<file path="src/efpga_harness_pkg.sv">
package efpga_harness_pkg;

   localparam int WORD_W = 32;

   typedef logic [WORD_W-1:0] word_t;
   typedef logic [19:0]       lint_addr_t;   // byte address
   typedef logic [11:0]       ram_addr_t;    // word address inside one RAM
   typedef logic [3:0]        be_t;

   typedef enum logic [1:0] {
      LINT_IDLE,
      LINT_WRITE,
      LINT_READ,
      LINT_READ_WAIT
   } lint_state_e;

   // window number is lint address bits 19:12
   typedef enum logic [1:0] {
      RAM_NONE  = 2'd0,
      RAM_OPER0 = 2'd1,
      RAM_OPER1 = 2'd2,
      RAM_COEF  = 2'd3
   } ram_sel_e;

   localparam int FPGAIO_W = 80;
   localparam int EVENTS_W = 16;
   localparam int IO_HI_W  = FPGAIO_W - 2 * WORD_W;   // width of the top I/O word

   localparam lint_addr_t ADDR_MAC0_CTRL   = 20'h00010;
   localparam lint_addr_t ADDR_MAC1_CTRL   = 20'h00014;
   localparam lint_addr_t ADDR_RAM_CTRL    = 20'h00020;
   localparam lint_addr_t ADDR_MAC0_STROBE = 20'h00030;
   localparam lint_addr_t ADDR_MAC1_STROBE = 20'h00034;
   localparam lint_addr_t ADDR_IO_OUT0     = 20'h00040;
   localparam lint_addr_t ADDR_IO_OUT1     = 20'h00044;
   localparam lint_addr_t ADDR_IO_OUT2     = 20'h00048;
   localparam lint_addr_t ADDR_IO_OE0      = 20'h00050;
   localparam lint_addr_t ADDR_IO_OE1      = 20'h00054;
   localparam lint_addr_t ADDR_IO_OE2      = 20'h00058;
   localparam lint_addr_t ADDR_IO_IN0      = 20'h00060;
   localparam lint_addr_t ADDR_IO_IN1      = 20'h00064;
   localparam lint_addr_t ADDR_IO_IN2      = 20'h00068;
   localparam lint_addr_t ADDR_EVENTS      = 20'h0006C;
   localparam lint_addr_t ADDR_MAC0_DOUT   = 20'h00100;
   localparam lint_addr_t ADDR_MAC1_DOUT   = 20'h00104;
   localparam lint_addr_t ADDR_ID          = 20'h00800;

   localparam int MAC_OUTSEL_LSB = 0;   // 6 bits
   localparam int MAC_TC_BIT     = 6;
   localparam int MAC_MODE_LSB   = 12;  // 2 bits
   localparam int MAC_OSEL_BIT   = 14;
   localparam int MAC_CSEL_BIT   = 15;
   localparam int MAC_RND_BIT    = 16;
   localparam int MAC_CLR_BIT    = 17;
   localparam int MAC_SAT_BIT    = 18;
   localparam int MAC_RESET_BIT  = 31;

   localparam int RAM_OPER0_RMODE_LSB = 0;
   localparam int RAM_OPER0_WMODE_LSB = 2;
   localparam int RAM_OPER1_RMODE_LSB = 4;
   localparam int RAM_OPER1_WMODE_LSB = 6;
   localparam int RAM_COEF_RMODE_LSB  = 8;
   localparam int RAM_COEF_WMODE_LSB  = 10;
   localparam int RAM_OPER0_WDSEL_BIT = 12;
   localparam int RAM_OPER1_WDSEL_BIT = 13;
   localparam int RAM_COEF_WDSEL_BIT  = 14;

   localparam word_t RDATA_RESET = 32'hFFFF_FFFF;

endpackage

</file>
<file path="src/lint_slave.sv">
module lint_slave (
   input  logic                          CLK,
   input  logic                          rst_n,
   input  logic                          lint_req,
   input  logic                          lint_wen,       // low means write
   input  efpga_harness_pkg::lint_addr_t lint_addr,
   input  efpga_harness_pkg::word_t      lint_wdata,
   output logic                          lint_gnt,
   output logic                          lint_valid,
   output efpga_harness_pkg::word_t      lint_rdata,
   output efpga_harness_pkg::lint_addr_t bus_addr,
   output efpga_harness_pkg::word_t      bus_wdata,
   output logic                          wr_en,
   output logic                          rd_start,
   input  efpga_harness_pkg::word_t      reg_rdata,
   input  logic                          reg_hit,
   input  efpga_harness_pkg::word_t      ram_rdata,
   input  logic                          ram_hit
);
   import efpga_harness_pkg::*;

   lint_state_e state;
   logic        accept;

   // master holds the request until it sees gnt
   assign bus_addr  = lint_addr;
   assign bus_wdata = lint_wdata;

   assign accept   = (state == LINT_IDLE) && lint_req && !lint_gnt;
   assign rd_start = accept && lint_wen;
   assign wr_en    = (state == LINT_WRITE);   // commits at the end of this cycle

   always_ff @(posedge CLK or negedge rst_n) begin
      if (!rst_n) begin
         state      <= LINT_IDLE;
         lint_gnt   <= 1'b0;
         lint_valid <= 1'b0;
         lint_rdata <= RDATA_RESET;
      end else begin
         lint_valid <= lint_gnt;   // response one cycle after gnt
         case (state)
            LINT_IDLE: begin
               lint_gnt <= 1'b0;
               if (accept) begin
                  if (!lint_wen) begin
                     lint_gnt <= 1'b1;
                     state    <= LINT_WRITE;
                  end else begin
                     state <= LINT_READ;
                  end
               end
            end
            LINT_WRITE: begin
               lint_gnt <= 1'b0;
               state    <= LINT_IDLE;
            end
            LINT_READ: begin
               if (reg_hit) begin
                  lint_rdata <= reg_rdata;
               end
               state <= LINT_READ_WAIT;
            end
            LINT_READ_WAIT: begin
               // RAM data arrives one cycle after raddr
               if (ram_hit) begin
                  lint_rdata <= ram_rdata;
               end
               lint_gnt <= 1'b1;
               state    <= LINT_IDLE;
            end
            default: begin
               lint_gnt <= 1'b0;
               state    <= LINT_IDLE;
            end
         endcase
      end
   end

endmodule

</file>
<file path="src/harness_regs.sv">
module harness_regs #(
   parameter efpga_harness_pkg::word_t ID_CODE = '0
) (
   input  logic                                  CLK,
   input  logic                                  rst_n,
   input  efpga_harness_pkg::lint_addr_t         bus_addr,
   input  efpga_harness_pkg::word_t              bus_wdata,
   input  logic                                  wr_en,
   input  logic [efpga_harness_pkg::FPGAIO_W-1:0] fpgaio_in,
   input  efpga_harness_pkg::word_t              mac0_dataout,
   input  efpga_harness_pkg::word_t              mac1_dataout,
   output efpga_harness_pkg::word_t              reg_rdata,
   output logic                                  reg_hit,
   output logic [5:0]                            mac0_outsel,
   output logic                                  mac0_tc,
   output logic [1:0]                            mac0_mode,
   output logic                                  mac0_osel, mac0_csel,
   output logic                                  mac0_rnd, mac0_clr, mac0_sat,
   output logic                                  mac0_reset,
   output logic                                  mac0_clken,
   output logic [5:0]                            mac1_outsel,
   output logic                                  mac1_tc,
   output logic [1:0]                            mac1_mode,
   output logic                                  mac1_osel, mac1_csel,
   output logic                                  mac1_rnd, mac1_clr, mac1_sat,
   output logic                                  mac1_reset,
   output logic                                  mac1_clken,
   output logic [1:0]                            ram_oper0_rmode, ram_oper0_wmode,
   output logic [1:0]                            ram_oper1_rmode, ram_oper1_wmode,
   output logic [1:0]                            ram_coef_rmode, ram_coef_wmode,
   output logic                                  ram_oper0_wdsel,
   output logic                                  ram_oper1_wdsel,
   output logic                                  ram_coef_wdsel,
   output logic [efpga_harness_pkg::FPGAIO_W-1:0] fpgaio_out,
   output logic [efpga_harness_pkg::FPGAIO_W-1:0] fpgaio_oe,
   output logic [efpga_harness_pkg::EVENTS_W-1:0] events_o
);
   import efpga_harness_pkg::*;

   word_t mac0_ctrl;
   word_t mac1_ctrl;
   word_t ram_ctrl;

   always_ff @(posedge CLK or negedge rst_n) begin
      if (!rst_n) begin
         mac0_ctrl  <= '0;
         mac1_ctrl  <= '0;
         ram_ctrl   <= '0;
         fpgaio_out <= '0;
         fpgaio_oe  <= '0;
         events_o   <= '0;
         mac0_clken <= 1'b0;
         mac1_clken <= 1'b0;
      end else begin
         // single-cycle clock enables
         mac0_clken <= wr_en && (bus_addr == ADDR_MAC0_STROBE);
         mac1_clken <= wr_en && (bus_addr == ADDR_MAC1_STROBE);
         if (wr_en) begin
            case (bus_addr)
               ADDR_MAC0_CTRL: mac0_ctrl <= bus_wdata;
               ADDR_MAC1_CTRL: mac1_ctrl <= bus_wdata;
               ADDR_RAM_CTRL:  ram_ctrl  <= bus_wdata;
               ADDR_IO_OUT0:   fpgaio_out[0 +: WORD_W]         <= bus_wdata;
               ADDR_IO_OUT1:   fpgaio_out[WORD_W +: WORD_W]    <= bus_wdata;
               ADDR_IO_OUT2:   fpgaio_out[2*WORD_W +: IO_HI_W] <= bus_wdata[IO_HI_W-1:0];
               ADDR_IO_OE0:    fpgaio_oe[0 +: WORD_W]          <= bus_wdata;
               ADDR_IO_OE1:    fpgaio_oe[WORD_W +: WORD_W]     <= bus_wdata;
               ADDR_IO_OE2:    fpgaio_oe[2*WORD_W +: IO_HI_W]  <= bus_wdata[IO_HI_W-1:0];
               ADDR_EVENTS:    events_o  <= bus_wdata[EVENTS_W-1:0];
               default: ;   // read-only or unmapped
            endcase
         end
      end
   end

   assign mac0_outsel = mac0_ctrl[MAC_OUTSEL_LSB +: 6];
   assign mac0_tc     = mac0_ctrl[MAC_TC_BIT];
   assign mac0_mode   = mac0_ctrl[MAC_MODE_LSB +: 2];
   assign mac0_osel   = mac0_ctrl[MAC_OSEL_BIT];
   assign mac0_csel   = mac0_ctrl[MAC_CSEL_BIT];
   assign mac0_rnd    = mac0_ctrl[MAC_RND_BIT];
   assign mac0_clr    = mac0_ctrl[MAC_CLR_BIT];
   assign mac0_sat    = mac0_ctrl[MAC_SAT_BIT];
   assign mac0_reset  = mac0_ctrl[MAC_RESET_BIT];

   assign mac1_outsel = mac1_ctrl[MAC_OUTSEL_LSB +: 6];
   assign mac1_tc     = mac1_ctrl[MAC_TC_BIT];
   assign mac1_mode   = mac1_ctrl[MAC_MODE_LSB +: 2];
   assign mac1_osel   = mac1_ctrl[MAC_OSEL_BIT];
   assign mac1_csel   = mac1_ctrl[MAC_CSEL_BIT];
   assign mac1_rnd    = mac1_ctrl[MAC_RND_BIT];
   assign mac1_clr    = mac1_ctrl[MAC_CLR_BIT];
   assign mac1_sat    = mac1_ctrl[MAC_SAT_BIT];
   assign mac1_reset  = mac1_ctrl[MAC_RESET_BIT];

   assign ram_oper0_rmode = ram_ctrl[RAM_OPER0_RMODE_LSB +: 2];
   assign ram_oper0_wmode = ram_ctrl[RAM_OPER0_WMODE_LSB +: 2];
   assign ram_oper1_rmode = ram_ctrl[RAM_OPER1_RMODE_LSB +: 2];
   assign ram_oper1_wmode = ram_ctrl[RAM_OPER1_WMODE_LSB +: 2];
   assign ram_coef_rmode  = ram_ctrl[RAM_COEF_RMODE_LSB +: 2];
   assign ram_coef_wmode  = ram_ctrl[RAM_COEF_WMODE_LSB +: 2];
   assign ram_oper0_wdsel = ram_ctrl[RAM_OPER0_WDSEL_BIT];
   assign ram_oper1_wdsel = ram_ctrl[RAM_OPER1_WDSEL_BIT];
   assign ram_coef_wdsel  = ram_ctrl[RAM_COEF_WDSEL_BIT];

   always_comb begin
      reg_rdata = '0;
      reg_hit   = 1'b1;
      case (bus_addr)
         ADDR_MAC0_CTRL: reg_rdata = mac0_ctrl;
         ADDR_MAC1_CTRL: reg_rdata = mac1_ctrl;
         ADDR_RAM_CTRL:  reg_rdata = ram_ctrl;
         ADDR_IO_OUT0:   reg_rdata = fpgaio_out[0 +: WORD_W];
         ADDR_IO_OUT1:   reg_rdata = fpgaio_out[WORD_W +: WORD_W];
         ADDR_IO_OUT2:   reg_rdata = word_t'(fpgaio_out[2*WORD_W +: IO_HI_W]);  // zero-ext
         ADDR_IO_OE0:    reg_rdata = fpgaio_oe[0 +: WORD_W];
         ADDR_IO_OE1:    reg_rdata = fpgaio_oe[WORD_W +: WORD_W];
         ADDR_IO_OE2:    reg_rdata = word_t'(fpgaio_oe[2*WORD_W +: IO_HI_W]);
         ADDR_IO_IN0:    reg_rdata = fpgaio_in[0 +: WORD_W];
         ADDR_IO_IN1:    reg_rdata = fpgaio_in[WORD_W +: WORD_W];
         ADDR_IO_IN2:    reg_rdata = word_t'(fpgaio_in[2*WORD_W +: IO_HI_W]);
         ADDR_EVENTS:    reg_rdata = word_t'(events_o);
         ADDR_MAC0_DOUT: reg_rdata = mac0_dataout;
         ADDR_MAC1_DOUT: reg_rdata = mac1_dataout;
         ADDR_ID:        reg_rdata = ID_CODE;
         default:        reg_hit   = 1'b0;   // RAM window or unmapped
      endcase
   end

endmodule

</file>
<file path="src/ram_port_ctrl.sv">
module ram_port_ctrl (
   input  logic                          CLK,
   input  logic                          rst_n,
   input  efpga_harness_pkg::lint_addr_t bus_addr,
   input  efpga_harness_pkg::word_t      bus_wdata,
   input  logic                          wr_en,
   input  logic                          rd_start,
   input  efpga_harness_pkg::word_t      ram_oper0_rdata,
   input  efpga_harness_pkg::word_t      ram_oper1_rdata,
   input  efpga_harness_pkg::word_t      ram_coef_rdata,
   output efpga_harness_pkg::ram_addr_t  ram_oper0_waddr, ram_oper0_raddr,
   output efpga_harness_pkg::word_t      ram_oper0_wdata,
   output logic                          ram_oper0_we,
   output efpga_harness_pkg::ram_addr_t  ram_oper1_waddr, ram_oper1_raddr,
   output efpga_harness_pkg::word_t      ram_oper1_wdata,
   output logic                          ram_oper1_we,
   output efpga_harness_pkg::ram_addr_t  ram_coef_waddr, ram_coef_raddr,
   output efpga_harness_pkg::word_t      ram_coef_wdata,
   output logic                          ram_coef_we,
   output efpga_harness_pkg::word_t      ram_rdata,
   output logic                          ram_hit
);
   import efpga_harness_pkg::*;

   ram_sel_e        bus_sel;
   ram_sel_e        rd_sel;    // window of the last read
   ram_addr_t [2:0] waddr_q;   // index 0 oper0, 1 oper1, 2 coef
   ram_addr_t [2:0] raddr_q;
   word_t     [2:0] wdata_q;
   logic      [2:0] we_q;

   always_comb begin
      case (bus_addr[19:12])
         8'h01:   bus_sel = RAM_OPER0;
         8'h02:   bus_sel = RAM_OPER1;
         8'h03:   bus_sel = RAM_COEF;
         default: bus_sel = RAM_NONE;
      endcase
   end

   always_ff @(posedge CLK or negedge rst_n) begin
      if (!rst_n) begin
         rd_sel  <= RAM_NONE;
         we_q    <= '0;
         waddr_q <= '0;
         raddr_q <= '0;
         wdata_q <= '0;
      end else begin
         we_q <= '0;   // one pulse per write
         if (rd_start) begin
            rd_sel <= bus_sel;
         end
         for (int i = 0; i < 3; i++) begin
            if (bus_sel == ram_sel_e'(i + 1)) begin
               if (wr_en) begin
                  waddr_q[i] <= ram_addr_t'(bus_addr);
                  wdata_q[i] <= bus_wdata;
                  we_q[i]    <= 1'b1;
               end
               if (rd_start) begin
                  raddr_q[i] <= ram_addr_t'(bus_addr);
               end
            end
         end
      end
   end

   assign ram_oper0_waddr = waddr_q[0];
   assign ram_oper0_raddr = raddr_q[0];
   assign ram_oper0_wdata = wdata_q[0];
   assign ram_oper0_we    = we_q[0];
   assign ram_oper1_waddr = waddr_q[1];
   assign ram_oper1_raddr = raddr_q[1];
   assign ram_oper1_wdata = wdata_q[1];
   assign ram_oper1_we    = we_q[1];
   assign ram_coef_waddr  = waddr_q[2];
   assign ram_coef_raddr  = raddr_q[2];
   assign ram_coef_wdata  = wdata_q[2];
   assign ram_coef_we     = we_q[2];

   always_comb begin
      case (rd_sel)
         RAM_OPER0: ram_rdata = ram_oper0_rdata;
         RAM_OPER1: ram_rdata = ram_oper1_rdata;
         RAM_COEF:  ram_rdata = ram_coef_rdata;
         default:   ram_rdata = '0;
      endcase
   end

   assign ram_hit = (rd_sel != RAM_NONE);

endmodule

</file>
<file path="src/efpga_harness_top.sv">
module efpga_harness_top #(
   parameter efpga_harness_pkg::word_t ID_CODE = 32'hCA11_EF3A
) (
   input  logic                                  CLK,
   input  logic                                  rst_n,
   input  logic                                  lint_req,
   input  logic                                  lint_wen,
   input  efpga_harness_pkg::lint_addr_t         lint_addr,
   input  efpga_harness_pkg::word_t              lint_wdata,
   input  efpga_harness_pkg::be_t                lint_be,   // full-word accesses only
   output logic                                  lint_gnt,
   output logic                                  lint_valid,
   output efpga_harness_pkg::word_t              lint_rdata,
   input  logic [efpga_harness_pkg::FPGAIO_W-1:0] fpgaio_in,
   output logic [efpga_harness_pkg::FPGAIO_W-1:0] fpgaio_out,
   output logic [efpga_harness_pkg::FPGAIO_W-1:0] fpgaio_oe,
   output logic [efpga_harness_pkg::EVENTS_W-1:0] events_o,
   input  efpga_harness_pkg::word_t              mac0_dataout,
   input  efpga_harness_pkg::word_t              mac1_dataout,
   output logic [5:0]                            mac0_outsel, mac1_outsel,
   output logic                                  mac0_tc, mac1_tc,
   output logic [1:0]                            mac0_mode, mac1_mode,
   output logic                                  mac0_osel, mac0_csel,
   output logic                                  mac1_osel, mac1_csel,
   output logic                                  mac0_rnd, mac0_clr, mac0_sat,
   output logic                                  mac1_rnd, mac1_clr, mac1_sat,
   output logic                                  mac0_reset, mac1_reset,
   output logic                                  mac0_clken, mac1_clken,
   output logic [1:0]                            ram_oper0_rmode, ram_oper0_wmode,
   output logic [1:0]                            ram_oper1_rmode, ram_oper1_wmode,
   output logic [1:0]                            ram_coef_rmode, ram_coef_wmode,
   output logic                                  ram_oper0_wdsel,
   output logic                                  ram_oper1_wdsel,
   output logic                                  ram_coef_wdsel,
   input  efpga_harness_pkg::word_t              ram_oper0_rdata,
   input  efpga_harness_pkg::word_t              ram_oper1_rdata,
   input  efpga_harness_pkg::word_t              ram_coef_rdata,
   output efpga_harness_pkg::ram_addr_t          ram_oper0_waddr, ram_oper0_raddr,
   output efpga_harness_pkg::word_t              ram_oper0_wdata,
   output logic                                  ram_oper0_we,
   output efpga_harness_pkg::ram_addr_t          ram_oper1_waddr, ram_oper1_raddr,
   output efpga_harness_pkg::word_t              ram_oper1_wdata,
   output logic                                  ram_oper1_we,
   output efpga_harness_pkg::ram_addr_t          ram_coef_waddr, ram_coef_raddr,
   output efpga_harness_pkg::word_t              ram_coef_wdata,
   output logic                                  ram_coef_we
);
   import efpga_harness_pkg::*;

   lint_addr_t bus_addr;
   word_t      bus_wdata;
   logic       wr_en;
   logic       rd_start;
   word_t      reg_rdata;
   logic       reg_hit;
   word_t      ram_rdata;
   logic       ram_hit;

   lint_slave lint_slave_i (.*);   // bus handshake, read data

   harness_regs #(
      .ID_CODE(ID_CODE)
   ) harness_regs_i (.*);

   ram_port_ctrl ram_port_ctrl_i (.*);   // block RAM ports

endmodule

</file>
<file path="config.mk">
export PLATFORM = sky130hd
export DESIGN_NAME = efpga_harness_top
export DESIGN_NICKNAME = d
export VERILOG_FILES = /design/src/efpga_harness_pkg.sv /design/src/lint_slave.sv /design/src/harness_regs.sv /design/src/ram_port_ctrl.sv /design/src/efpga_harness_top.sv
export SDC_FILE = /design/constraint.sdc
export NUM_CORES = 1
export LEC_CHECK = 0
export BUFFER_PORTS_ARGS = -buffer_cell sky130_fd_sc_hd__buf_2
export CAP_MARGIN = 5
export CORE_AREA = 2 2 280 282
export DETAILED_ROUTE_END_ITERATION = 6
export DIE_AREA = 0 0 282 284
export PLACE_DENSITY_LB_ADDON = 0.12
export SLEW_MARGIN = 20
export SYNTH_ARGS = -nofsm -noshare
export SYNTH_HDL_FRONTEND = slang
export SYNTH_SLANG_ARGS = --single-unit
</file>
<file path="constraint.sdc">
create_clock -name CLK -period 6.6 [get_ports CLK]
set_input_delay 1.32 -clock CLK [delete_from_list [all_inputs] [get_ports CLK]]
set_output_delay 1.32 -clock CLK [all_outputs]
set_load 0.02 [all_outputs]
</file>
* Word level (Yosys, flattened, before mapping)
Cells that the tools add are included.
Word-level totals: output and inout port bits 428, word-level logic and storage cells 106, bits in registers 483
Cells by class: equal/unequal tests 33, multiplexer cells 17, reductions and logical operators 29
Operator list (count):
- $pmux W32 S16 | 1
- $eq A20 B7 Y1 const B | 10
- $pmux W32 S3 | 1
- $mux W32 | 2
- $pmux W32 S2 | 1
- $eq A20 B6 Y1 const B | 3
- $eq A20 B5 Y1 const B | 2
- $eq A20 B9 Y1 const B | 2
- $reduce_and A2 Y1 | 16
- $eq A20 B12 Y1 const B | 1
- $eq A8 B2 Y1 const B | 2
- $reduce_or A16 Y1 | 1
- $eq A2 B2 Y1 const B | 6
- $pmux W2 S3 | 2
- $eq A8 B1 Y1 const B | 1
- $mux W1 | 7
- $eq A2 B1 Y1 const B | 3
- $ne A2 B1 Y1 const B | 3
- $logic_and A1 B1 Y1 | 5
- $mux W2 | 2
- $reduce_bool A2 Y1 | 2
- $pmux W1 S3 | 1
- $reduce_and A3 Y1 | 1
- $reduce_bool A3 Y1 | 1
- 3 further kinds | 3

* Longest topological paths before layout
Gate-level depths: netlist (run 1).
depth in word-level cells 5, gate-level depth with buffers 12, gate-level depth less buffers 7

* Cells and area by module
From an unflattened synthesis (run 1), not the netlist that was laid out.
Second synthesis, totals: cell total of the unflattened synthesis 1796, area total of the unflattened synthesis 23573.9 sq um
Modules (own cells, without submodules):
- harness_regs | area an instance 14128.6 sq um, instances 1, cells each 1172
- ram_port_ctrl | area an instance 7123.1 sq um, instances 1, cells each 454
- lint_slave | area an instance 2322.2 sq um, instances 1, cells each 170

* Worst setup path before layout (run 1)
Ideal clock, no wire load.
path type input -> register, from in lint_addr[7], to reg harness_regs_i.fpgaio_out[10] (netlist name), arrival 3332 ps, slack 3143 ps, stages 8, data required time 6475 ps, buffers on the path 4, path through buf_2 -> or4b_1 -> buf_2 -> or3_1 -> buf_6 -> nor3_4 -> buf_2 -> mux2_2
Between the ends: word-level cells in the longest chain between the ends 2
RTL lines:
- start, declared | RTL line efpga_harness_top.sv:8 | input efpga_harness_pkg::lint_addr_t lint_addr,
- $eq A20 B7 Y1 | RTL line harness_regs.sv:59 | case (bus_addr)
- $reduce_and A2 Y1 (no source line)
- end signal, assigned by index | RTL line harness_regs.sv:63 | ADDR_IO_OUT0: fpgaio_out[0 +: WORD_W] <= bus_wdata;
- end signal, assigned by index | RTL line harness_regs.sv:64 | ADDR_IO_OUT1: fpgaio_out[WORD_W +: WORD_W] <= bus_wdata;
- end signal, assigned by index | RTL line harness_regs.sv:65 | ADDR_IO_OUT2: fpgaio_out[2*WORD_W +: IO_HI_W] <= bus_wdata[IO_HI_W-1:0];
- end, declared | RTL line harness_regs.sv:34 | output logic [efpga_harness_pkg::FPGAIO_W-1:0] fpgaio_out,
No other way between the ends. A chain may end at the register's enable or synchronous reset.

* Final worst setup path (run 1)
from in lint_addr[12], to reg lint_slave_i.lint_rdata[19]
Between the ends: word-level cells in the longest chain between the ends 5, elaborated cells on any way between the ends 23, those cells by class eq/ne: 17; mux: 4; reduce/logical: 2
RTL lines:
- $eq A20 B5 Y1 (tied with other cells) | RTL line harness_regs.sv:109 | case (bus_addr)
- $reduce_or A16 Y1 (no source line)
- $mux W1 | RTL line harness_regs.sv:109
- $ne A2 B1 Y1 (no source line)
- $reduce_and A3 Y1 (no source line)
- end signal, assigned | RTL line lint_slave.sv:59 | lint_rdata <= reg_rdata;
- end signal, assigned | RTL line lint_slave.sv:66 | lint_rdata <= ram_rdata;
- end, declared | RTL line lint_slave.sv:10 | output efpga_harness_pkg::word_t lint_rdata,
Several ways; a longest one is shown, not always the timed one. The select of a mux whose other input is x is not followed.

==> results.json, run 1 <==
{
  "synth_area_per_cell_um2": 13.0,
  "syn-num-nets": 2019,
  "power.leakage_nw": 15.0,
  "finalClockSkew_ps": 42.3,
  "antenna_found_initial": 18,
  "cts_tree": "yes",
  "ys_types": 72,
  "max_cap_viol_count": 0,
  "p_int_mw": 5.16,
  "slew_headroom_pct": 16.4,
  "p_sw_mw": 1.80,
  "cts_sinks": 483,
  "drt_iter0_drc": 1457,
  "yosys_warnings": 0,
  "grt_first_pass_wirelength_um": 148000,
  "place_ws_ps": 1300,
  "synth_ff_type": "dfrtp_1",
  "worstMarginPinSlew_ps": 1240,
  "status": "completed",
  "grt_max_degree": 158,
  "io_buffers": 723,
  "min_path_type": "flip-flop to flip-flop",
  "clk_pin_slew_ps": 60,
  "gp_congestion": 0.874,
  "tns_ps": 0,
  "async_reset_ff_share_pct": 100,
  "fp.dieArea_mm2": 0.0801,
  "rrSetupSlack_ps": 3690,
  "setup_viol": 0,
  "synthTopCellsByArea": "dfrtp_1 50%, mux2_2 24%, a22oi_1 4.0%, dfstp_2 3.8%, a222oi_1 2.0%",
  "rsz0062_at_grt": "false",
  "post-route-drc-count": 0,
  "p_seq_share_pct": 44.8,
  "numCtsBuffers": 58,
  "cp_data_arrival_time_ps": 5270,
  "synth_edf_count": 0,
  "cts_setup_buffers": 0,
  "netlist_instances": 1719,
  "cts_resized": 0,
  "p_sw_share_pct": 25.9,
  "p_total_mw": 6.96,
  "final_area_mm2": 0.0289,
  "die-width_um": 282,
  "finalMaxSlewViolations": 0,
  "power_density_mw_per_mm2": 241,
  "final.min_clock_period_ps": 4740,
  "power.share.combinational_pct": 9.2,
  "ys_seq_area_share_pct": 54.1,
  "ios": 728,
  "drive_gt1_share_pct": 58.4,
  "fin_ws_ps": 1860,
  "hold_viol_final": 0,
  "clockPowerShare_pct": 46.1,
  "syn2layout_area_growth_pct": 28.8,
  "postPlaceCellArea_mm2": 0.0270,
  "cts_max_level": 2,
  "crit_path_end_kind": "flip-flop",
  "core_mm2": 0.0770,
  "critical_path_class": "input pin to flip-flop",
  "yosysTopAreaCellShare_pct": 50.4,
  "ctsHoldBuffers": 0,
  "fmax_ghz": 0.211,
  "avgViaCountPerCell": 5.34,
  "cp_max_fo": 13,
  "worst_ep_required_time_ps": 7130,
  "cts_root_buffer": "clkbuf_16",
  "insertion_delay_ps": 650,
  "layout.nets": 2673,
  "synth-seq-cells": 483,
  "routed_wl_um": 108000,
  "grt_pass1_vias": 18700,
  "vdd_ir_drop_max_mv": 0.183,
  "die_y_um": 284,
  "dp_hpwl_um": 78600,
  "rows": 102,
  "vias": 18500,
  "grt-ovfl-total": 0,
  "utilization_pct": 37.5,
  "first_pass_iters": 6,
  "wl_per_cell_um": 31.2,
  "finalCritPeriodShare_pct": 71.8,
  "initial_core_util_pct": 29.1,
  "grtUsageTotal_pct": 26.2,
  "netlist_area_mm2": 0.0224,
  "synth_top_area_cell": "dfrtp_1",
  "detail-route-antenna-nets": 0,
  "cp-start-kind": "input pin",
  "clockBufferDepth": 3
}
-- metal layers --
metal / track usage [%] / vias to the layer above / share of wire, %
met3: 5.42 / 154 / 7.2
met5: 0 / - / 0.064
met2: 44.6 / 801 / 49
met1: 33.5 / 9717 / 41
li1: - / 7793 / -
met4: 7.06 / 10 / 2.6
-- flip-flops by register name, indices dropped and copies added (netlist names), 2 cells and up --
signal and cells:
harness_regs_i.events_o 16, harness_regs_i.fpgaio_oe 80, harness_regs_i.fpgaio_out 80, harness_regs_i.mac0_ctrl 32, harness_regs_i.mac1_ctrl 32, harness_regs_i.ram_ctrl 32
lint_slave_i.lint_rdata 32, lint_slave_i.state 2, ram_port_ctrl_i.ram_coef_raddr 12, ram_port_ctrl_i.ram_coef_waddr 12, ram_port_ctrl_i.ram_coef_wdata 32, ram_port_ctrl_i.ram_oper0_raddr 12
ram_port_ctrl_i.ram_oper0_waddr 12, ram_port_ctrl_i.ram_oper0_wdata 32, ram_port_ctrl_i.ram_oper1_raddr 12, ram_port_ctrl_i.ram_oper1_waddr 12, ram_port_ctrl_i.ram_oper1_wdata 32, ram_port_ctrl_i.rd_sel 2
ram_port_ctrl_i.we_q 3
-- cell usage in the layout (no fill, tap or decap), types with 7 or more instances in the layout --
cell type	n
mux2_2	469
dfstp_2	32
dfrtp_1	450
clkbuf_8	11
a31oi_1	11
and4_1	7
clkbuf_1	22
a222oi_1	45
a21oi_1	25
a221oi_1	13
o21ai_0	30
nor2_1	44
nand3_1	21
a22oi_1	118
nand4_1	17
clkbuf_16	59
nor3_1	21
a211o_1	8
buf_4	45
a22o_1	10
nor3_4	9
buf_2	722
and3_1	7
nand2_1	64
-- worst paths after layout --
| kind | start | to | cells past startpoint |
|---|---|---|---|
| max in group asynchronous | rst_n | harness_regs_i.events_o[7]$_DFFE_PN0P_ | 2 |
| min | lint_slave_i.lint_gnt$_DFFE_PN0P_ | lint_slave_i.lint_valid$_DFF_PN0_ | 0 |
| min in group asynchronous | rst_n | ram_port_ctrl_i.ram_oper0_wdata[5]$_DFFE_PN0P_ | 1 |
| min reg2reg | lint_slave_i.lint_gnt$_DFFE_PN0P_ | lint_slave_i.lint_valid$_DFF_PN0_ | 0 |
| max reg2reg | lint_slave_i.state[1]$_DFFE_PN0P_ | lint_slave_i.lint_rdata[19]$_DFFE_PN1P_ | 6 |
| max | lint_addr[12] | lint_slave_i.lint_rdata[19]$_DFFE_PN1P_ | 10 |
-- area by class of cell --
type / instances / area (um^2)
clock buffer: 92 / 1710
inverter: 5 / 18.8
multi-input combinational: 1051 / 9460
tap: 1040 / 1300
sequential: 483 / 12100
fill: 7707 / 48100
antenna: 2 / 5.00
timing repair buffer: 774 / 4080
clock inverter: 13 / 171
-- synthesized netlist by cell type, types with 4 or more instances --
master / n
a221oi_1: 13
o211ai_1: 6
a41oi_1: 4
or4_1: 4
a222oi_1: 45
nor4_4: 4
and4_1: 7
nor2b_1: 5
nand2_1: 65
mux2i_1: 6
nor3_2: 8
nand3_1: 21
a22o_1: 10
buf_2: 65
a21oi_1: 25
a31oi_1: 11
mux2_1: 6
nor2_1: 47
nand2b_1: 6
a22oi_1: 118
and2_1: 5
nand4_1: 17
a211o_1: 8
mux2_2: 469
and3_1: 10
buf_6: 8
o22a_1: 4
a221o_1: 4
dfrtp_1: 451
nor3b_1: 4
o21ai_0: 30
inv_1: 5
nor3_1: 23
buf_4: 34
nor2_2: 4
clkbuf_1: 52
nor4_1: 6
dfstp_2: 32
buf_1: 20
-- worst max-delay path, cell delays in order --
cell	delay, ps
buf_2	160
nor4_2	960
nand4_1	180
buf_4	270
nor2_4	460
o41ai_2	180
buf_4	230
inv_1	620
o21ai_0	590
o211ai_1	250
-- per-stage QoR --
step | std cells | hold WS (ps)
5_1_grt | 3458 | 465
3_3_place_gp | 3353 | 423
6_report | 3460 | 443
4_1_cts | 3458 | 448
3_5_place_dp | 3353 | 434
2_1_floorplan | 1719 | 477
-- power groups by stage --
stage / clock, mW / combinational, mW / sequential, mW
after floorplan: 0 / 0.199 / 3.25
after global routing: 3.41 / 0.680 / 3.13
after CTS: 3.29 / 0.643 / 3.12
final: 3.21 / 0.638 / 3.12
after global placement: 0 / 0.635 / 3.16
after detailed placement: 0 / 0.641 / 3.17
-- cells by family (layout without fill, tap and decap cells) --
logic type	Yosys count	count (layout)	synth area share, %
DFF	483	483	54.1
other	0	2	0
muxes	481	481	24.1
and+or+nand+nor	267	267	7.12
buffers and inverters	185	884	4.30
xor gates and xnor gates	1	1	0.0391
AOI/OAI and AO/OA	302	302	10.3
(Power assumes the default switching activity.)
==> run 2, diff against run 1 <==
Clock period 6.6 ns to 4.1 ns, I/O delays scaled along.
==> run 2 against run 1 <==
Final area is 2.5% higher. Routed wire length is 0.58% higher. Count of clock-buffer cells in the layout is 13 lower. Critical path type unchanged. Clock power is 69% higher. Flip-flop and latch count stayed put. Non-clock buffer count is 73 higher. Critical endpoint is now lint_slave_i.lint_rdata[26]$_DFFE_PN1P_.
==> results.json, run 2 (synthesis gave the netlist of run 1 again) <==
{
  "fin_ws_ps": 764,
  "multiInputGateArea_mm2": 0.00945,
  "rsz0062_at_grt": "false",
  "grt_first_pass_wirelength_um": 151000,
  "fillers": 7668,
  "cts_max_level": 2,
  "finalCritPeriodShare_pct": 81.4,
  "grt-ovfl-total": 0,
  "p_total_mw": 11.5,
  "seq_area_mm2": 0.0121,
  "hold_viol_final": 0,
  "worstSetupPathDepth": 10,
  "path_buf_inv": 3,
  "dp_hpwl_um": 82000,
  "grtUsageTotal_pct": 26.4,
  "place_ws_ps": 253,
  "setup_viol": 0,
  "dr_wl_met2_um": 52800,
  "worst_ep_required_time_ps": 4630,
  "top_regs": "harness_regs_i.fpgaio_oe: 80 flops, harness_regs_i.fpgaio_out: 80 flops",
  "crit_path_end_kind": "flip-flop",
  "crit_slowest_cell": "nor2_1",
  "cp-start-kind": "input pin",
  "max_cap_viol_count": 0,
  "post-route-drc-count": 0,
  "cp_max_fo": 18,
  "clockBufferDepth": 3,
  "cp_top_family": "simple AND/OR/NAND/NOR gates",
  "detail-route-antenna-nets": 0,
  "route.met3.wl_um": 7860,
  "drt_iter0_drc": 1480,
  "slew_headroom_pct": 31.3,
  "clk_pin_slew_ps": 60,
  "min_path_type": "input pin to async pin",
  "first_pass_iters": 6,
  "final_cell_mix": "722 x buf_2, 469 x mux2_2, 450 x dfrtp_1",
  "io_buffers": 723,
  "cpMostUsedCell": "buf_4",
  "drive_gt1_share_pct": 60.1,
  "cts_tree": "yes",
  "highest_layer": "met5",
  "cts_resized": 0,
  "grt_max_degree": 99,
  "wl_per_cell_um": 30.7,
  "die_y_um": 284,
  "numCtsBuffers": 56,
  "layout_commonest_cell": "buf_2",
  "power_density_mw_per_mm2": 388,
  "layout.nets": 2744,
  "ios": 728,
  "critical_path_class": "input pin to flip-flop",
  "finalMaxSlewViolations": 0,
  "cts_sinks": 483,
  "gp_congestion": 0.890,
  "antenna_found_initial": 14,
  "status": "completed",
  "r2r_cells": 5,
  "ctsHoldBuffers": 0,
  "cts_root_buffer": "clkbuf_16",
  "syn2layout_area_growth_pct": 32.0,
  "fmax_ghz": 0.300,
  "cts_setup_buffers": 0,
  "met1Wirelength_um": 44700,
  "vdd_ir_drop_max_mv": 0.325,
  "avgViaCountPerCell": 5.29,
  "power.leakage_nw": 15.5,
  "final.min_clock_period_ps": 3340,
  "finalClockSkew_ps": 38.4,
  "vias": 18700,
  "routed_wl_um": 109000,
  "initial_core_util_pct": 29.1,
  "cp_data_arrival_time_ps": 3860,
  "insertion_delay_ps": 620,
  "die-width_um": 282,
  "core_mm2": 0.0770,
  "crit_chain": "buf_2 > nor2_1 > nand4_2 > buf_4 > nor3_4 > buf_4 > a222oi_1 > and3_1 > a31oi_1 > o22a_1",
  "crit_path_max_incr_delay_ps": 540,
  "fp.dieArea_mm2": 0.0801,
  "rows": 102,
  "worstMarginPinSlew_ps": 1020,
  "grt_pass1_vias": 19200,
  "tns_ps": 0
}
-- run 2: worst reg2reg max path, delay by kind of cell, from the launching register on --
kind | cells | cell delay (ps)
flops | 1 | 500
simple gates | 2 | 780
mux | 1 | 460
buf+inv | 2 | 790
-- run 2: final timing paths --
kind                                                        start                                              end  slack, ps
worst max register to register  lint_slave_i.state[1]$_DFFE_PN0P_  ram_port_ctrl_i.ram_oper1_wdata[30]$_DFFE_PN0P_       1450
worst min register to register  lint_slave_i.lint_gnt$_DFFE_PN0P_                lint_slave_i.lint_valid$_DFF_PN0_        420
worst min-delay path                                        rst_n    ram_port_ctrl_i.ram_coef_wdata[8]$_DFFE_PN0P_        270
max in group asynchronous                                   rst_n    ram_port_ctrl_i.ram_coef_raddr[3]$_DFFE_PN0P_       2790
worst max-delay path                                lint_addr[15]          lint_slave_i.lint_rdata[26]$_DFFE_PN1P_        760
min in group CLK                                         lint_wen                lint_slave_i.lint_gnt$_DFFE_PN0P_        420
-- run 2: metrics by stage --
stage / hold slack, ps / cell area, um^2 / utilization (%) / cells
2_1_floorplan: 477 / 22400 / - / 1719
3_3_place_gp: 411 / 27600 / 35.8 / 3426
3_5_place_dp: 411 / 27600 / 35.8 / 3426
4_1_cts: 282 / 29600 / 38.4 / 3530
5_1_grt: 314 / 29600 / 38.4 / 3534
6_report: 272 / 29600 / 38.4 / 3538
-- run 2: cell type report --
class,instances,share of cell area [%]
flip-flops and latches,483,41.0
multi-input cells,1051,31.9
repair buffers,847,15.8
clock buffers,79,5.54
well taps,1040,4.40
clock inverters,25,1.21
diodes,8,0.0677
inverters,5,0.0634
-- run 2: layer usage --
metal | up-vias | GRT usage, %
met5 | - | 0
met4 | 6 | 8.47
met3 | 159 | 5.45
met2 | 823 | 43.8
met1 | 9774 | 34.3
li1 | 7943 | -
-- run 2: report_power, final --
group	total, mW	switching, mW	internal (mW)
Combinational	1.05	0.689	0.361
Sequential	5.02	0.0951	4.92
Clock	5.41	2.12	3.29
Total	11.5	2.91	8.57
==> run 3, diff against run 2 <==
Clock period 4.1 ns to 3.42 ns, I/O delays scaled along.
==> run 3 against run 2 <==
Largest cell class unchanged. Register-to-register slack worse by 580 ps. Clock power up 15%. Non-clock buffer count up 47. Critical path type unchanged. Highest routed layer unchanged. Die area unchanged. Total power up 18%. Global-route usage up 0.36 points. Critical endpoint is now lint_slave_i.lint_rdata[13]$_DFFE_PN1P_. Clock skew down 21 ps. Utilization up 0.79 points.
==> results.json, run 3 (synthesis gave the netlist of run 1 again) <==
{
  "detail-route-antenna-nets": 0,
  "grtUsageTotal_pct": 26.8,
  "routed_wl_um": 109000,
  "drive_gt1_share_pct": 60.7,
  "power_density_mw_per_mm2": 448,
  "crit_chain": "buf_2 > nor4_2 > buf_4 > nand4_1 > buf_12 > nor2_4 > buf_12 > or3_1 > o31ai_2 > buf_4 > a41oi_1 > buf_4 > o22a_1",
  "cp_max_fo": 17,
  "top_regs": "harness_regs_i.fpgaio_oe: 80 flops, harness_regs_i.fpgaio_out: 80 flops",
  "cts_root_buffer": "clkbuf_16",
  "die_y_um": 284,
  "clockPowerShare_pct": 46.0,
  "crit_path_max_incr_delay_ps": 570,
  "postPlaceCellArea_mm2": 0.0283,
  "vdd_ir_drop_max_mv": 0.476,
  "die-width_um": 282,
  "status": "completed",
  "cts_sinks": 483,
  "finalCritPeriodShare_pct": 91.5,
  "wl_per_cell_um": 30.5,
  "power.leakage_nw": 15.8,
  "final_cell_mix": "722 x buf_2, 469 x mux2_2, 450 x dfrtp_1",
  "numCtsBuffers": 57,
  "fp.dieArea_mm2": 0.0801,
  "layout_commonest_cell": "buf_2",
  "syn2layout_area_growth_pct": 34.7,
  "vias": 19000,
  "hold_viol_final": 0,
  "worst_ep_required_time_ps": 3980,
  "dp_hpwl_um": 82900,
  "slew_headroom_pct": 30.1,
  "rows": 102,
  "cp-start-kind": "input pin",
  "grt_pass1_vias": 19900,
  "initial_core_util_pct": 29.1,
  "power.share.combinational_pct": 9.5,
  "ios": 728,
  "min_path_type": "input pin to async pin",
  "holdWs_ps": 73.3,
  "setup_viol": 0,
  "worstMarginPinSlew_ps": 1050,
  "critical_path_class": "input pin to flip-flop",
  "p_seq_share_pct": 44.5,
  "io_buffers": 723,
  "cpMostUsedCell": "buf_4",
  "finalClockSkew_ps": 17.2,
  "p_sw_mw": 3.51,
  "cts_max_level": 2,
  "post-route-drc-count": 0,
  "core_mm2": 0.0770,
  "fin_ws_ps": 291,
  "crit_path_end_kind": "flip-flop",
  "fmax_ghz": 0.320,
  "grt_max_degree": 72,
  "utilization_pct": 39.2,
  "cp_data_arrival_time_ps": 3690,
  "clk_pin_slew_ps": 60,
  "cts_resized": 0,
  "final_area_mm2": 0.0302,
  "gp_congestion": 0.883,
  "ctsHoldBuffers": 0,
  "avgViaCountPerCell": 5.29,
  "grt_first_pass_wirelength_um": 153000,
  "grt-ovfl-total": 0,
  "dp.cells": 3473,
  "p_int_mw": 10.0,
  "rsz0062_at_grt": "false",
  "final.min_clock_period_ps": 3130,
  "insertion_delay_ps": 620,
  "cts_setup_buffers": 0,
  "clockBufferDepth": 3,
  "p_sw_share_pct": 25.9,
  "drt_iter0_drc": 1324,
  "rrSetupSlack_ps": 870,
  "post_layout_nonfiller_instances": 3583,
  "max_cap_viol_count": 0,
  "antenna_found_initial": 15,
  "cts_tree": "yes",
  "layout.nets": 2792,
  "finalMaxSlewViolations": 0,
  "place_ws_ps": -182,
  "crit_slowest_cell": "a41oi_1",
  "first_pass_iters": 7
}
[run 3: cell types whose count changed in the layout (fill, tap and decap cells not counted), moves of 2 or more]
| cell | before | now |
|---|---|---|
| buf_12 | 9 | 37 |
| buf_4 | 115 | 134 |
| bufinv_16 | 8 | 3 |
| clkbuf_1 | 8 | 11 |
| clkbuf_16 | 56 | 59 |
| diode_2 | 8 | 6 |
[run 3: layout make-up]
cell class	instances	area, um^2
tap	1040	1300
timing repair buffer	894	5380
clock buffer	84	1710
antenna	6	15.0
sequential	483	12100
clock inverter	20	193
inverter	5	18.8
fill	7656	46800
multi-input combinational	1051	9450
[run 3: critical path: cells and delay by family]
kind | cells | cell delay [ps]
buf+inv | 6 | 1310
simple gates | 4 | 910
compound gates | 3 | 750
[run 3: metal layers]
layer,share of wire [%],global-route usage (%)
met5,0.052,0
met3,7.0,5.32
met1,41,34.7
met2,49,45.3
met4,2.6,7.07
[run 3: path summary, 6_finish.rpt]
check | cells past startpoint | endpoint | from
max in group asynchronous | 2 | ram_port_ctrl_i.ram_coef_raddr[7]$_DFFE_PN0P_ | rst_n
max reg2reg | 4 | harness_regs_i.mac0_ctrl[30]$_DFFE_PN0P_ | lint_slave_i.state[0]$_DFFE_PN0P_
max | 13 | lint_slave_i.lint_rdata[13]$_DFFE_PN1P_ | lint_addr[13]
min | 1 | ram_port_ctrl_i.ram_oper0_wdata[4]$_DFFE_PN0P_ | rst_n
min reg2reg | 0 | lint_slave_i.lint_valid$_DFF_PN0_ | lint_slave_i.lint_gnt$_DFFE_PN0P_
min in group CLK | 2 | lint_slave_i.lint_gnt$_DFFE_PN0P_ | lint_wen
[run 3: metrics by stage]
stage / total power, mW / setup TNS [ps]
floorplan: 6.65 / 0
global placement: 7.40 / -398
detailed placement: 7.42 / -440
CTS: 13.7 / 0
global route: 14.0 / 0
finish: 13.5 / 0
[run 3: power groups by stage]
stage | registers [mW] | logic (mW) | clock network [mW]
2_1_floorplan | 6.27 | 0.385 | 0
3_3_place_gp | 6.11 | 1.28 | 0
3_5_place_dp | 6.12 | 1.30 | 0
4_1_cts | 6.02 | 1.30 | 6.40
5_1_grt | 6.04 | 1.38 | 6.62
6_report | 6.02 | 1.29 | 6.23
